==> src/verilog/dram_pkg.sv <==
/* shared widths and request types for the dram model
   channel address is one data word, mapped row, bank, column from msb to lsb */
package dram_pkg;

  // channel word address
  localparam int ch_addr_width = 10;

  // address fields, column in the low bits
  localparam int col_width = 4;
  localparam int bank_width = 2;
  localparam int row_width = 4;

  localparam int num_banks = 1 << bank_width;

  // data word
  localparam int data_width = 32;

  typedef logic [ch_addr_width-1:0] ch_addr_t;
  typedef logic [data_width-1:0] data_t;
  typedef logic [row_width-1:0] row_t;
  typedef logic [bank_width-1:0] bank_t;
  typedef logic [col_width-1:0] col_t;

  // request as presented by the requester
  typedef struct packed {
    logic write_not_read;
    ch_addr_t addr;
  } dram_req_s;

  // read completion from the timer to the store
  typedef struct packed {
    logic valid;
    ch_addr_t addr;
  } read_done_s;

endpackage

==> src/verilog/dram_bank_timer.sv <==
/* lat_hit_p must be at least 1 and no larger than lat_miss_p
   reads retire strictly in order, so a slow head delays every later read */
module dram_bank_timer
  #(parameter int queue_depth_p = 4
    , parameter int lat_hit_p = 6
    , parameter int lat_miss_p = 14
  )
  (
    input clk_i
    , input reset_i

    , input logic accept_i
    , input dram_pkg::dram_req_s req_i

    , output logic space_o
    , output dram_pkg::read_done_s done_o
  );

  import dram_pkg::*;

  localparam int ptr_width_lp = (queue_depth_p > 1) ? $clog2(queue_depth_p) : 1;
  localparam int cnt_width_lp = $clog2(queue_depth_p + 1);
  localparam int lat_width_lp = $clog2(lat_miss_p + 1);

  typedef logic [ptr_width_lp-1:0] ptr_t;
  typedef logic [cnt_width_lp-1:0] cnt_t;
  typedef logic [lat_width_lp-1:0] lat_t;

  // accept cycle counts as the first cycle of latency
  localparam lat_t hit_load_lp = lat_t'(lat_hit_p - 1);
  localparam lat_t miss_load_lp = lat_t'(lat_miss_p - 1);

  localparam ptr_t last_ptr_lp = ptr_t'(queue_depth_p - 1);
  localparam cnt_t full_cnt_lp = cnt_t'(queue_depth_p);

  // fixed row-bank-column map
  typedef struct packed {
    row_t row;
    bank_t bank;
    col_t col;
  } addr_fields_s;

  addr_fields_s req_fields;
  assign req_fields = req_i.addr;

  // open row per bank
  row_t open_row_r [num_banks];
  logic [num_banks-1:0] open_v_r;

  logic row_hit;
  lat_t load_lat;

  assign row_hit = open_v_r[req_fields.bank]
                   & (open_row_r[req_fields.bank] == req_fields.row);
  assign load_lat = row_hit ? hit_load_lp : miss_load_lp;

  always_ff @(posedge clk_i) begin
    if (reset_i) begin
      open_v_r <= '0;
    end else if (accept_i) begin
      open_v_r[req_fields.bank] <= 1'b1;
    end
  end

  // writes open their row too
  always_ff @(posedge clk_i) begin
    if (accept_i) begin
      open_row_r[req_fields.bank] <= req_fields.row;
    end
  end

  // pending reads, oldest at head
  ch_addr_t q_addr_r [queue_depth_p];
  lat_t q_lat_r [queue_depth_p];
  ptr_t head_r;
  ptr_t tail_r;
  cnt_t count_r;

  logic push;
  logic pop;

  function automatic ptr_t next_ptr(input ptr_t p);
    if (p == last_ptr_lp) begin
      return '0;
    end
    return p + 1'b1;
  endfunction

  assign push = accept_i & ~req_i.write_not_read;
  assign pop = (count_r != '0) & (q_lat_r[head_r] == '0);

  assign space_o = (count_r != full_cnt_lp);
  assign done_o.valid = pop;
  assign done_o.addr = q_addr_r[head_r];

  always_ff @(posedge clk_i) begin
    if (reset_i) begin
      head_r <= '0;
      tail_r <= '0;
      count_r <= '0;
    end else begin
      if (push) begin
        tail_r <= next_ptr(tail_r);
      end
      if (pop) begin
        head_r <= next_ptr(head_r);
      end
      case ({push, pop})
        2'b10: count_r <= count_r + 1'b1;
        2'b01: count_r <= count_r - 1'b1;
        default: count_r <= count_r;
      endcase
    end
  end

  // all entries count down together and stop at zero
  always_ff @(posedge clk_i) begin
    for (int i = 0; i < queue_depth_p; i++) begin
      if (push && (tail_r == ptr_t'(i))) begin
        q_addr_r[i] <= req_i.addr;
        q_lat_r[i] <= load_lat;
      end else if (q_lat_r[i] != '0) begin
        q_lat_r[i] <= q_lat_r[i] - 1'b1;
      end
    end
  end

endmodule

==> config.mk <==
export PLATFORM = sky130hd
export DESIGN_NAME = dram_bank_timer
export DESIGN_NICKNAME = d
export VERILOG_FILES = /design/src/verilog/dram_pkg.sv /design/src/verilog/dram_bank_timer.sv
export SDC_FILE = /design/constraint.sdc
export NUM_CORES = 1
export LEC_CHECK = 0
export BUFFER_PORTS_ARGS = -buffer_cell sky130_fd_sc_hd__buf_2
export CORE_MARGIN = 4
export CORE_UTILIZATION = 45
export DETAILED_ROUTE_END_ITERATION = 10
export PLACE_DENSITY = 0.76
export SYNTH_ARGS = -nofsm -noshare
export SYNTH_HDL_FRONTEND = slang
export SYNTH_SLANG_ARGS = --single-unit
==> constraint.sdc <==
create_clock -name clk_i -period 2.55 [get_ports clk_i]
set_input_delay 0 -clock clk_i [delete_from_list [all_inputs] [get_ports clk_i]]
set_output_delay 0 -clock clk_i [all_outputs]
set_load 0.005 [all_outputs]
# --- Yosys cells after proc, flatten, opt, wreduce, memory -nomap -nowiden ---
# Memory sizes are Yosys's and may differ from the RTL's. A register that Yosys moved wholly into a read port is not among the register bits.
# Cells that the tools add are included.
word_totals:
  n_memories: 3
  output_inout_bits: 12
  in_bits: 14
  register_bits: 11
  rom_bits: 0
  word_cells: 105
  ramBits: 72
  latch_bits: 0
mem_list:
  columns: ["name", "depth", "word_bits", "read_ports", "rd_ports_with_merged_regs", "write_ports", "line", "source"]
  rows:
  - ["q_addr_r", 4, 10, 1, 1, 1, "dram_bank_timer.sv:73", "ch_addr_t q_addr_r [queue_depth_p];"]
  - ["open_row_r", 4, 4, 1, 0, 1, "dram_bank_timer.sv:47", "row_t open_row_r [num_banks];"]
  - ["q_lat_r", 4, 4, 5, 1, 4, "dram_bank_timer.sv:74", "lat_t q_lat_r [queue_depth_p];"]
classes:
  muxes: 55
  n_lt_le_gt_ge: 2
  n_reduce_logical: 16
  shifts: 0
  multipliers: 0
  n_bitwise: 9
  div: 0
  addsub: 8
  eq_ne: 8
op_table:
  columns: ["operator", "count"]
  rows:
  - ["$mux 1", 33]
  - ["$mux 10", 3]
  - ["$reduce_or 10->1", 3]
  - ["$mux 2", 11]
  - ["$mux 4", 5]
  - ["$reduce_bool 4->1", 4]
  - ["$sub 4x1->4 const B", 4]
  - ["$eq 2x2->1 const B", 4]
  - ["$pmux 3 s2", 1]
  - ["$logic_and 1x1->1", 5]
  - ["$add 2x1->2 const B", 2]
  - ["$eq 2x1->1 const B", 2]
  - ["$eq 4x4->1", 1]
  - ["$logic_not 4->1", 1]
  - ["$or 1x1->1", 4]
  - ["$or 4x4->4", 1]
  - ["$add 3x1->3 const B", 1]
  - ["$and 1x1->1", 3]
  - ["$lt 2x3->1 const B", 1]
  - ["$ne 3x3->1 const B", 1]
  - ["$reduce_bool 3->1", 1]
  - ["$sub 3x1->3 const B", 1]
  - ["$bmux 1 s2", 1]
  - ["$demux 1 s2", 1]
  - ["other kinds (4)", 4]

# --- Depth between registers and ports, before layout ---
# Gate-level depths: netlist (run 1).
depth:
  ltp_word: 9
  mapped_depth: 9

# --- Worst setup path after synthesis (run 1) ---
# Ideal clock, no wire load.
synth_timing:
  path_type: "flip-flop to flip-flop"
  start: "memory q_lat_r[1][0] (netlist bit)"
  end: "register count_r[2]"
  stages_incl_launch_ff: 10
  t_arrival_ns: 2.450
  synth_period_minus_slack_ns: 2.519
  setup_ns: 0.070
  slack_ns: 0.031
  path_cell_list: "edfxtp_1 -> nor4_1 -> a22oi_1 -> a31oi_1 -> ha_1 -> inv_1 -> fa_1 -> xor2_1 -> or3_1 -> a21oi_1"
synth_rtl:
  columns: ["item", "line", "source"]
  rows:
  - ["start, declared", "dram_bank_timer.sv:74", null]
  - ["end signal, assigned", "dram_bank_timer.sv:109", "2'b10: count_r <= count_r + 1'b1;"]
  - ["end signal, assigned", "dram_bank_timer.sv:110", "2'b01: count_r <= count_r - 1'b1;"]
  - ["end signal, assigned", "dram_bank_timer.sv:111", "default: count_r <= count_r;"]
  - ["end, declared", "dram_bank_timer.sv:77", "cnt_t count_r;"]

==> impl_metrics.py, run 1 <==
metrics = {
    "drt": {
        "vias_per_cell": 5.12,
        "routed_wl_um": 6090,
        "drc_errors": 0,
        "wl_per_cell_um": 15.4,
        "ant_nets": 0,
        "firstDrtPassIters": 4,
        "initialDrtViolationCount": 72,
        "vias": 2026,
    },
    "power": {
        "seqPwrFrac": 0.534,
        "p_switching_uw": 914,
        "pwr_density_cell_mw_per_mm2": 824,
        "netSwitchingFraction": 0.258,
        "p_int_uw": 2620,
        "p_clk_frac": 0.277,
        "p_leak_uw": 0.00158,
        "comb_power_share": 0.189,
        "p_total_uw": 3540,
        "peakVddDrop_mv": 0.281,
    },
    "grt": {
        "first_global_vias": 2090,
        "grt_overflow": 0,
        "antenna_found_initial": 0,
        "gr-usage-all-layers": 0.136,
        "grt_max_degree": 18,
        "grt_pass1_wl_um": 10100,
    },
    "worst_setup_path": {
        "r2r-end": "count_r[2]",
        "start_kind": "register",
        "crit_required_ns": 2.83,
        "rr_startpoint": "q_lat_r[2][0]",
        "reg2regPathDepth": 9,
        "crit_type": "reg -> reg",
        "worstSetupEndpoint": "count_r[2]",
        "cp_max_fo": 3,
        "r2r_slack_ns": 0.14,
        "critPathArrivalTime_ns": 2.69,
        "crit_path_start": "q_lat_r[2][0]",
        "endpoint_kind": "register",
    },
    "clock_tree": {
        "cts.sinks": 85,
        "cts_inserted_buffers": 9,
        "clkTransAtPathRegs_ns": 0.08,
        "cts_max_level": 3,
        "cts_tree": "yes",
        "clk_latency_ns": 0.35,
        "clk_path_buf_depth": 2,
        "root_buffer": "clkbuf_8",
    },
    "cells_and_area": {
        "finish.net_count": 319,
        "stdcell_area_mm2": 0.00429,
        "n_antenna_cell": 0,
        "areaGrowthSynthToFinish_pct": 18.0,
        "drive_gt1_frac": 0.235,
    },
    "placed_design": {
        "gp_congestion": 0.727,
        "dpl.hpwl_um": 4190,
        "dpl_worst_slack_ns": 0.0385,
        "dpl_cell_area_mm2": 0.00392,
        "numPortBuffers": 25,
    },
    "sta": {
        "fin_crit_sh": 0.946,
        "finalHoldViolCount": 0,
        "fmax_mhz": 414,
        "fin_crit_ns": 2.41,
        "setup_viol": 0,
        "slew_headroom": 0.456,
        "clock_skew_ns": 0.00865,
        "drv_slew": 0,
        "setup_slack_ns": 0.137,
        "tns_ns": 0,
        "worst_slew_pin_slew_ns": 0.814,
    },
    "floorplanning": {
        "die_y_um": 97.9,
        "io_pins": 26,
        "core_mm2": 0.00781,
        "rows": 32,
        "dieArea_mm2": 0.00959,
        "die_w_um": 97.9,
        "start_util": 0.466,
    },
    "logic_synthesis": {
        "syn_nets": 268,
        "ys_types": 34,
        "syn_inst": 239,
        "synth_top_area_share": 0.594,
        "ys.flop_type": "edfxtp_1",
        "synth_edf_count": 72,
        "async_reset_ff_frac": 0,
        "ys_ff_latch": 85,
        "synthTopCellsByArea": "edfxtp_1 (59%), dfxtp_1 (7.2%), mux4_2 (6.8%)",
        "yosys.area.top_type": "edfxtp_1",
        "yosysSeqAreaShare": 0.666,
        "synth.avg_cell_area_um2": 15.2,
        "synth_warnings": 0,
        "syn-cell-area_mm2": 0.00364,
    },
    "status": {
        "outcome": "finished clean",
    },
    "flow_run": {
        "drv_cap": 0,
    },
    "hold_path": {
        "hold_class": "in -> reg",
    },
}
## metrics by stage
| step | util | hold WS (ns) | cells |
|---|---|---|---|
| after floorplan | - | 0.0691 | 239 |
| after global placement | 0.502 | 0.221 | 368 |
| after detailed placement | 0.502 | 0.227 | 368 |
| after CTS | 0.542 | 0.0193 | 393 |
| after global routing | 0.550 | 0.0207 | 396 |
| final | 0.550 | 0.0336 | 396 |
## synth_stat cells (all sizes together), types with 2 or more instances
| library cell | count |
|---|---|
| nand2 | 12 |
| and2 | 3 |
| mux4 | 11 |
| dfxtp | 13 |
| nor4 | 2 |
| edfxtp | 72 |
| clkbuf | 3 |
| nor2 | 22 |
| xor2 | 7 |
| a21oi | 8 |
| ha | 14 |
| mux2i | 13 |
| nor3 | 5 |
| nand3 | 3 |
| nor2b | 6 |
| buf | 3 |
| inv | 15 |
| or3 | 2 |
| xnor2 | 9 |
| nand3b | 3 |
## metal layers
metal | track usage | up-vias | part of all wire
li1 | - | 980 | -
met1 | 0.164 | 991 | 0.42
met2 | 0.231 | 44 | 0.52
met3 | 0.0300 | 11 | 0.038
met4 | 0.0639 | 0 | 0.022
met5 | 0 | - | 0
## cell families (layout without fill, tap and decap cells)
family	after synthesis	count (layout)	share of synthesized area
adder cells (fa/ha/maj)	15	15	0.0537
AO/OA/AOI/OAI	14	14	0.0244
buffers and inverters	21	76	0.0241
XOR/XNOR	16	16	0.0385
AND/OR/NAND/NOR	63	63	0.0863
multiplexers	25	25	0.107
flip-flops	85	85	0.666
## cell type report
| class | instances | area (um^2) |
|---|---|---|
| clock inverters | 5 | 76.3 |
| well taps | 102 | 128 |
| inverters | 15 | 56.3 |
| flip-flops and latches | 85 | 2420 |
| multi-input cells | 133 | 1170 |
| repair buffers | 46 | 308 |
| fillers | 632 | 3520 |
| clock buffers | 10 | 128 |
## worst min path at each step
stage                        start              to  slack [ns]  depth (start not counted)
after floorplan            reset_i      count_r[2]        0.07                          1
after global placement    req_i[1]  q_addr_r[0][1]        0.22                          1
after detailed placement  req_i[1]  q_addr_r[1][1]        0.23                          1
after CTS                 req_i[5]  q_addr_r[1][5]        0.02                          1
after global routing      req_i[5]  q_addr_r[1][5]        0.02                          1
final                     req_i[5]  q_addr_r[1][5]        0.03                          1
## state kept, by name (all words and copies together) (netlist names), named ones only
| name | flops |
|---|---|
| tail_r | 2 |
| count_r | 3 |
| open_v_r | 4 |
| q_addr_r | 40 |
| q_lat_r | 16 |
| open_row_r | 16 |
| head_r | 2 |
## what timing repair did
item / in CTS / in global routing
gates cloned: 0 / 0
hold buffers: 10 / 0
buffers inserted: 0 / 3
endpoints found under the setup margin: 1 / 1
hold endpoints to repair: 61 / 0
pin swaps: 0 / 3
gates resized for setup: 1 / 7
## placed cells by master (no fill, tap or decap), types with 2 or more instances in the layout
master         netlist  final
buf_4                2     11
nand2_1             12     12
dfxtp_1             13     13
nor3_2               0      2
nor2b_1              6      6
mux2i_1             13     13
bufinv_16            0      2
or3_1                2      2
ha_1                14     13
and2_1               3      3
a21oi_1              8      8
xnor2_1              9      9
nand3b_1             3      3
buf_2                1     25
edfxtp_1            72     72
clkbuf_8             0      9
dlygate4sd3_1        0     10
nand3_1              3      3
mux4_2              11     11
inv_1               15     15
nor3_1               5      3
xor2_1               7      7
nor2_1              22     22
## critical path, stage by stage, from the launching register on
cell,delay (ns)
edfxtp_1,0.43
nor3_2,0.29
nand4bb_1,0.15
a31oi_2,0.25
ha_2,0.22
inv_1,0.05
fa_1,0.37
xor2_1,0.16
or3_1,0.30
a21oi_1,0.14
## power by group through the flow
stage / logic (uW) / clock network [uW] / registers, uW
finish: 668 / 980 / 1890
global route: 760 / 1070 / 1910
CTS: 645 / 989 / 1860
detailed placement: 626 / 0 / 1890
global placement: 600 / 0 / 1880
floorplan: 450 / 0 / 1870
(Power assumes the default switching activity.)
==> run 2, diff against run 1 <==
--- a/config.mk
+++ b/config.mk
@@ -10,6 +10,8 @@
 export CORE_UTILIZATION = 45
 export DETAILED_ROUTE_END_ITERATION = 10
 export PLACE_DENSITY = 0.76
+export RECOVER_POWER = 25
+export SLEW_MARGIN = 20
 export SYNTH_ARGS = -nofsm -noshare
 export SYNTH_HDL_FRONTEND = slang
 export SYNTH_SLANG_ARGS = --single-unit
==> impl_metrics.py, run 2 (synthesized netlist as in run 1, its figures left out) <==
metrics = {
    "status": {
        "outcome": "finished clean",
    },
    "drt": {
        "initialDrtViolationCount": 78,
        "wl_per_cell_um": 15.3,
        "firstDrtPassIters": 4,
        "routed_wl_um": 6070,
        "drc_errors": 0,
        "vias_per_cell": 5.11,
        "ant_nets": 0,
        "vias": 2023,
    },
    "sta": {
        "fin_crit_sh": 0.946,
        "clock_skew_ns": 0.00849,
        "fmax_mhz": 414,
        "finalHoldViolCount": 0,
        "drv_slew": 0,
        "slew_headroom": 0.352,
        "fin_crit_ns": 2.41,
        "setup_viol": 0,
        "tns_ns": 0,
        "worst_slew_pin_slew_ns": 0.973,
    },
    "placed_design": {
        "numPortBuffers": 25,
        "dpl.hpwl_um": 4190,
        "gp_congestion": 0.727,
        "dpl_cell_area_mm2": 0.00392,
    },
    "worst_setup_path": {
        "endpoint_kind": "register",
        "critical_path_depth": 9,
        "start_kind": "register",
        "path_buf_inv": 1,
        "path_delay_family": "simple AND/OR/NAND/NOR gates",
        "crit_type": "reg -> reg",
        "critPathArrivalTime_ns": 2.69,
        "cp_max_fo": 3,
        "critPathSlowestCell": "edfxtp_1",
        "worstSetupEndpoint": "count_r[2]",
        "slowest_delay_ns": 0.43,
        "reg2regPathDepth": 9,
        "crit_path_start": "q_lat_r[2][0]",
        "r2r-end": "count_r[2]",
        "r2r_slack_ns": 0.14,
        "rr_startpoint": "q_lat_r[2][0]",
        "crit_chain": "nor3_2, nand4bb_1, a31oi_2, ha_2, inv_1, fa_1, xor2_1, or3_1, a21oi_1",
        "crit_required_ns": 2.83,
    },
    "floorplanning": {
        "core_mm2": 0.00781,
        "start_util": 0.466,
        "dieArea_mm2": 0.00959,
        "io_pins": 26,
        "die_w_um": 97.9,
        "rows": 32,
        "die_y_um": 97.9,
    },
    "cells_and_area": {
        "drive_gt1_frac": 0.207,
        "utilization": 0.548,
        "stdcell_area_mm2": 0.00428,
        "reg.largest.list": "q_addr_r (40), open_row_r (16), q_lat_r (16)",
        "layout_common_cells": "edfxtp_1 (72), nor2_1 (22), buf_2 (17)",
        "largest_reg_flops": 40,
        "layout_commonest_cell": "edfxtp_1",
        "areaGrowthSynthToFinish_pct": 17.7,
        "n_antenna_cell": 0,
        "num-fill-cells": 639,
        "finish.net_count": 319,
        "top_register": "q_addr_r",
    },
    "power": {
        "peakVddDrop_mv": 0.281,
        "p_leak_uw": 0.00156,
        "pwr_density_cell_mw_per_mm2": 826,
    },
    "clock_tree": {
        "clkTransAtPathRegs_ns": 0.08,
        "clk_path_buf_depth": 2,
        "root_buffer": "clkbuf_8",
        "clk_latency_ns": 0.35,
        "cts_inserted_buffers": 9,
        "cts_tree": "yes",
        "cts.sinks": 85,
        "cts_max_level": 3,
    },
    "grt": {
        "grt_pass1_wl_um": 10100,
        "first_global_vias": 2090,
        "gr-usage-all-layers": 0.136,
        "antenna_found_initial": 0,
        "grt_overflow": 0,
        "grt_max_degree": 18,
    },
    "hold_path": {
        "hold_class": "in -> reg",
    },
    "flow_run": {
        "drv_cap": 0,
    },
}
-- run 2: cell types whose count changed in the layout (fill, tap and decap cells not counted) --
cell and delta:
buf_2 -8, clkbuf_1 +8
-- run 2: report_power, final --
| group | leakage (uW) | switching [uW] | internal [uW] |
|---|---|---|---|
| clock network | 0.0000998 | 437 | 541 |
| logic | 0.000675 | 340 | 326 |
| registers | 0.000782 | 135 | 1750 |
| total | 0.00156 | 913 | 2620 |
-- run 2: metrics by stage --
stage | hold WS [ns] | worst slack, ns | power [uW] | instances
after floorplan | 0.0691 | 0.0308 | 2320 | 239
after global placement | 0.221 | 0.0883 | 2480 | 368
after detailed placement | 0.227 | 0.0385 | 2510 | 368
after CTS | 0.0193 | 0.0390 | 3500 | 393
after global routing | 0.120 | -0.0411 | 3740 | 396
final | 0.119 | 0.137 | 3530 | 396
-- run 2: metal layers --
layer,vias up,GRT usage,share of wire
li1,980,-,-
met1,986,0.164,0.41
met2,46,0.231,0.52
met3,11,0.0300,0.044
met4,0,0.0639,0.022
met5,-,0,0
-- run 2: worst register-to-register path, stage by stage, from the launching register on --
cell	delay [ns]
edfxtp_1	0.43
nor3_2	0.29
nand4bb_1	0.15
a31oi_2	0.25
ha_2	0.22
inv_1	0.05
fa_1	0.37
xor2_1	0.16
or3_1	0.30
a21oi_1	0.14
-- run 2: final cells by class --
cell class                      count  area [um^2]  area share
Sequential cell                    85         2420       0.566
Tap cell                          102          128      0.0298
Clock buffer                       10          128      0.0298
Clock inverter                      5         76.3      0.0178
Multi-Input combinational cell    133         1170       0.274
Inverter                           15         56.3      0.0132
Timing Repair Buffer               46          298      0.0696
-- run 2: repair_timing --
| item | in CTS | in global routing |
|---|---|---|
| resized for setup | 1 | 7 |
| setup endpoints to repair | 1 | 1 |
| buffers inserted | 0 | 3 |
| hold buffers | 10 | 0 |
| pin swaps | 0 | 3 |
| endpoints found under the hold margin | 61 | 0 |
-- run 2: worst min path at each step --
stage              from               end  slack (ns)  cells after the start
3_3_place_gp   req_i[1]    q_addr_r[0][1]        0.22                      1
5_1_grt        accept_i  open_row_r[2][0]        0.12                      3
2_1_floorplan   reset_i        count_r[2]        0.07                      1
3_5_place_dp   req_i[1]    q_addr_r[1][1]        0.23                      1
6_report       accept_i  open_row_r[2][0]        0.12                      3
4_1_cts        req_i[5]    q_addr_r[1][5]        0.02                      1
==> run 3, diff against run 2 <==
--- a/config.mk
+++ b/config.mk
@@ -6,10 +6,12 @@
 export NUM_CORES = 1
 export LEC_CHECK = 0
 export BUFFER_PORTS_ARGS = -buffer_cell sky130_fd_sc_hd__buf_2
+export CELL_PAD_IN_SITES_DETAIL_PLACEMENT = 2
+export CELL_PAD_IN_SITES_GLOBAL_PLACEMENT = 2
 export CORE_MARGIN = 4
-export CORE_UTILIZATION = 45
+export CORE_UTILIZATION = 39
 export DETAILED_ROUTE_END_ITERATION = 10
-export PLACE_DENSITY = 0.76
+export PLACE_DENSITY = 0.7
 export RECOVER_POWER = 25
 export SLEW_MARGIN = 20
 export SYNTH_ARGS = -nofsm -noshare
==> impl_metrics.py, run 3 (synthesized netlist as in run 1, its figures left out) <==
metrics = {
    "power": {
        "p_switching_uw": 1060,
        "p_leak_uw": 0.00154,
        "seqPwrFrac": 0.528,
        "p_clk_frac": 0.268,
        "pwr_density_cell_mw_per_mm2": 842,
        "peakVddDrop_mv": 0.249,
        "p_int_uw": 2550,
        "comb_power_share": 0.203,
        "netSwitchingFraction": 0.294,
    },
    "cells_and_area": {
        "num-fill-cells": 853,
        "seq_area_mm2": 0.00242,
        "largest_reg_flops": 40,
        "top_register": "q_addr_r",
        "multi_input_area_mm2": 0.00118,
        "areaGrowthSynthToFinish_pct": 18.0,
        "layout_common_cells": "edfxtp_1 (72), nor2_1 (22), buf_2 (16)",
        "layout_commonest_cell": "edfxtp_1",
        "finish.net_count": 319,
        "stdcell_area_mm2": 0.00429,
        "drive_gt1_frac": 0.214,
        "n_antenna_cell": 0,
        "reg.largest.list": "q_addr_r (40), open_row_r (16), q_lat_r (16)",
    },
    "sta": {
        "clock_skew_ns": 0.0111,
        "finalHoldViolCount": 0,
        "worst_slew_pin_slew_ns": 1.02,
        "fin_crit_sh": 0.957,
        "fin_hold_ws_ns": 0.133,
        "drv_slew": 0,
        "fin_crit_ns": 2.44,
        "slew_headroom": 0.322,
        "setup_viol": 0,
        "fmax_mhz": 410,
    },
    "drt": {
        "routed_wl_um": 7780,
        "vias": 2061,
        "ant_nets": 0,
        "initialDrtViolationCount": 55,
        "wl_per_cell_um": 19.3,
        "vias_per_cell": 5.11,
        "firstDrtPassIters": 4,
        "drc_errors": 0,
    },
    "flow_run": {
        "drv_cap": 0,
    },
    "worst_setup_path": {
        "crit_required_ns": 2.83,
        "start_kind": "register",
        "critPathSlowestCell": "edfxtp_1",
        "reg2regPathDepth": 9,
        "endpoint_kind": "register",
        "critPathArrivalTime_ns": 2.72,
        "cp_max_fo": 3,
        "critical_path_depth": 9,
        "path_buf_inv": 1,
        "slowest_delay_ns": 0.47,
        "crit_chain": "nor4_4, a22oi_2, a31oi_4, ha_2, inv_1, fa_2, xor2_1, or3_1, a21oi_1",
        "path_delay_family": "simple AND/OR/NAND/NOR gates",
        "crit_type": "reg -> reg",
    },
    "floorplanning": {
        "die_y_um": 105,
        "core_mm2": 0.00889,
        "dieArea_mm2": 0.0109,
        "die_w_um": 105,
        "rows": 34,
        "io_pins": 26,
        "start_util": 0.409,
    },
    "grt": {
        "antenna_found_initial": 0,
        "grt_pass1_wl_um": 12800,
        "gr-usage-all-layers": 0.151,
        "first_global_vias": 2373,
        "grt_overflow": 0,
        "grt_max_degree": 18,
    },
    "clock_tree": {
        "cts.sinks": 85,
        "root_buffer": "clkbuf_8",
        "cts_max_level": 3,
        "clkTransAtPathRegs_ns": 0.09,
        "cts_tree": "yes",
        "cts_inserted_buffers": 9,
        "clk_latency_ns": 0.35,
        "clk_path_buf_depth": 2,
    },
    "status": {
        "outcome": "finished clean",
    },
    "hold_path": {
        "holdPathStages": 3,
        "hold_class": "in -> reg",
    },
    "placed_design": {
        "numPortBuffers": 25,
        "gp_congestion": 0.740,
        "dpl.hpwl_um": 5400,
        "dpl_cell_area_mm2": 0.00393,
    },
}
==> run 3: final cells by class <==
type	count	area share
Timing Repair Buffer	46	0.0691
Clock inverter	6	0.0163
Sequential cell	85	0.564
Tap cell	108	0.0315
Inverter	15	0.0131
Clock buffer	10	0.0297
Multi-Input combinational cell	133	0.276
==> run 3: per-layer routing <==
| metal | global-route usage | part of all wire | vias to the layer above |
|---|---|---|---|
| met3 | 0.0265 | 0.027 | 13 |
| met2 | 0.258 | 0.51 | 37 |
| li1 | - | - | 977 |
| met1 | 0.195 | 0.45 | 1034 |
| met5 | 0 | 0 | - |
| met4 | 0.0562 | 0.016 | 0 |
==> run 3: worst register-to-register path, cell delays in order, from the launching register on <==
cell      delay, ns
edfxtp_1       0.47
nor4_4         0.38
a22oi_2        0.15
a31oi_4        0.20
ha_2           0.21
inv_1          0.05
fa_2           0.33
xor2_1         0.16
or3_1          0.31
a21oi_1        0.13
==> run 3: power by group through the flow <==
stage	logic (uW)	clock network, uW	registers (uW)
after global routing	829	1070	1930
after detailed placement	683	0	1900
final	735	970	1910
after global placement	635	0	1880
after floorplan	450	0	1870
after CTS	715	994	1900
==> run 3: final timing paths <==
path,start,to,slack (ns)
worst max-delay path,q_lat_r[1][3],count_r[2],0.11
worst min register to register,open_v_r[0],open_v_r[0],0.48
worst max register to register,q_lat_r[1][3],count_r[2],0.11
worst min-delay path,accept_i,open_row_r[2][2],0.13
==> run 3: metrics by stage <==
step	TNS [ns]	cells	setup slack, ns	utilization	power (uW)
after floorplan	0	239	0.0308	-	2320
after global placement	0	375	0.0209	0.442	2520
after detailed placement	-0.158	375	-0.158	0.442	2590
after CTS	0	401	0.0100	0.480	3610
after global routing	-0.0105	403	-0.0105	0.483	3830
final	0	403	0.110	0.483	3610
==> run 3: timing repair <==
action                                  in CTS  in global routing
hold buffers                                10                  0
pin swaps                                    0                  5
endpoints found under the hold margin       54                  0
endpoints found under the setup margin       1                  1
setup buffers                                0                  2
gates resized for setup                      5                  5
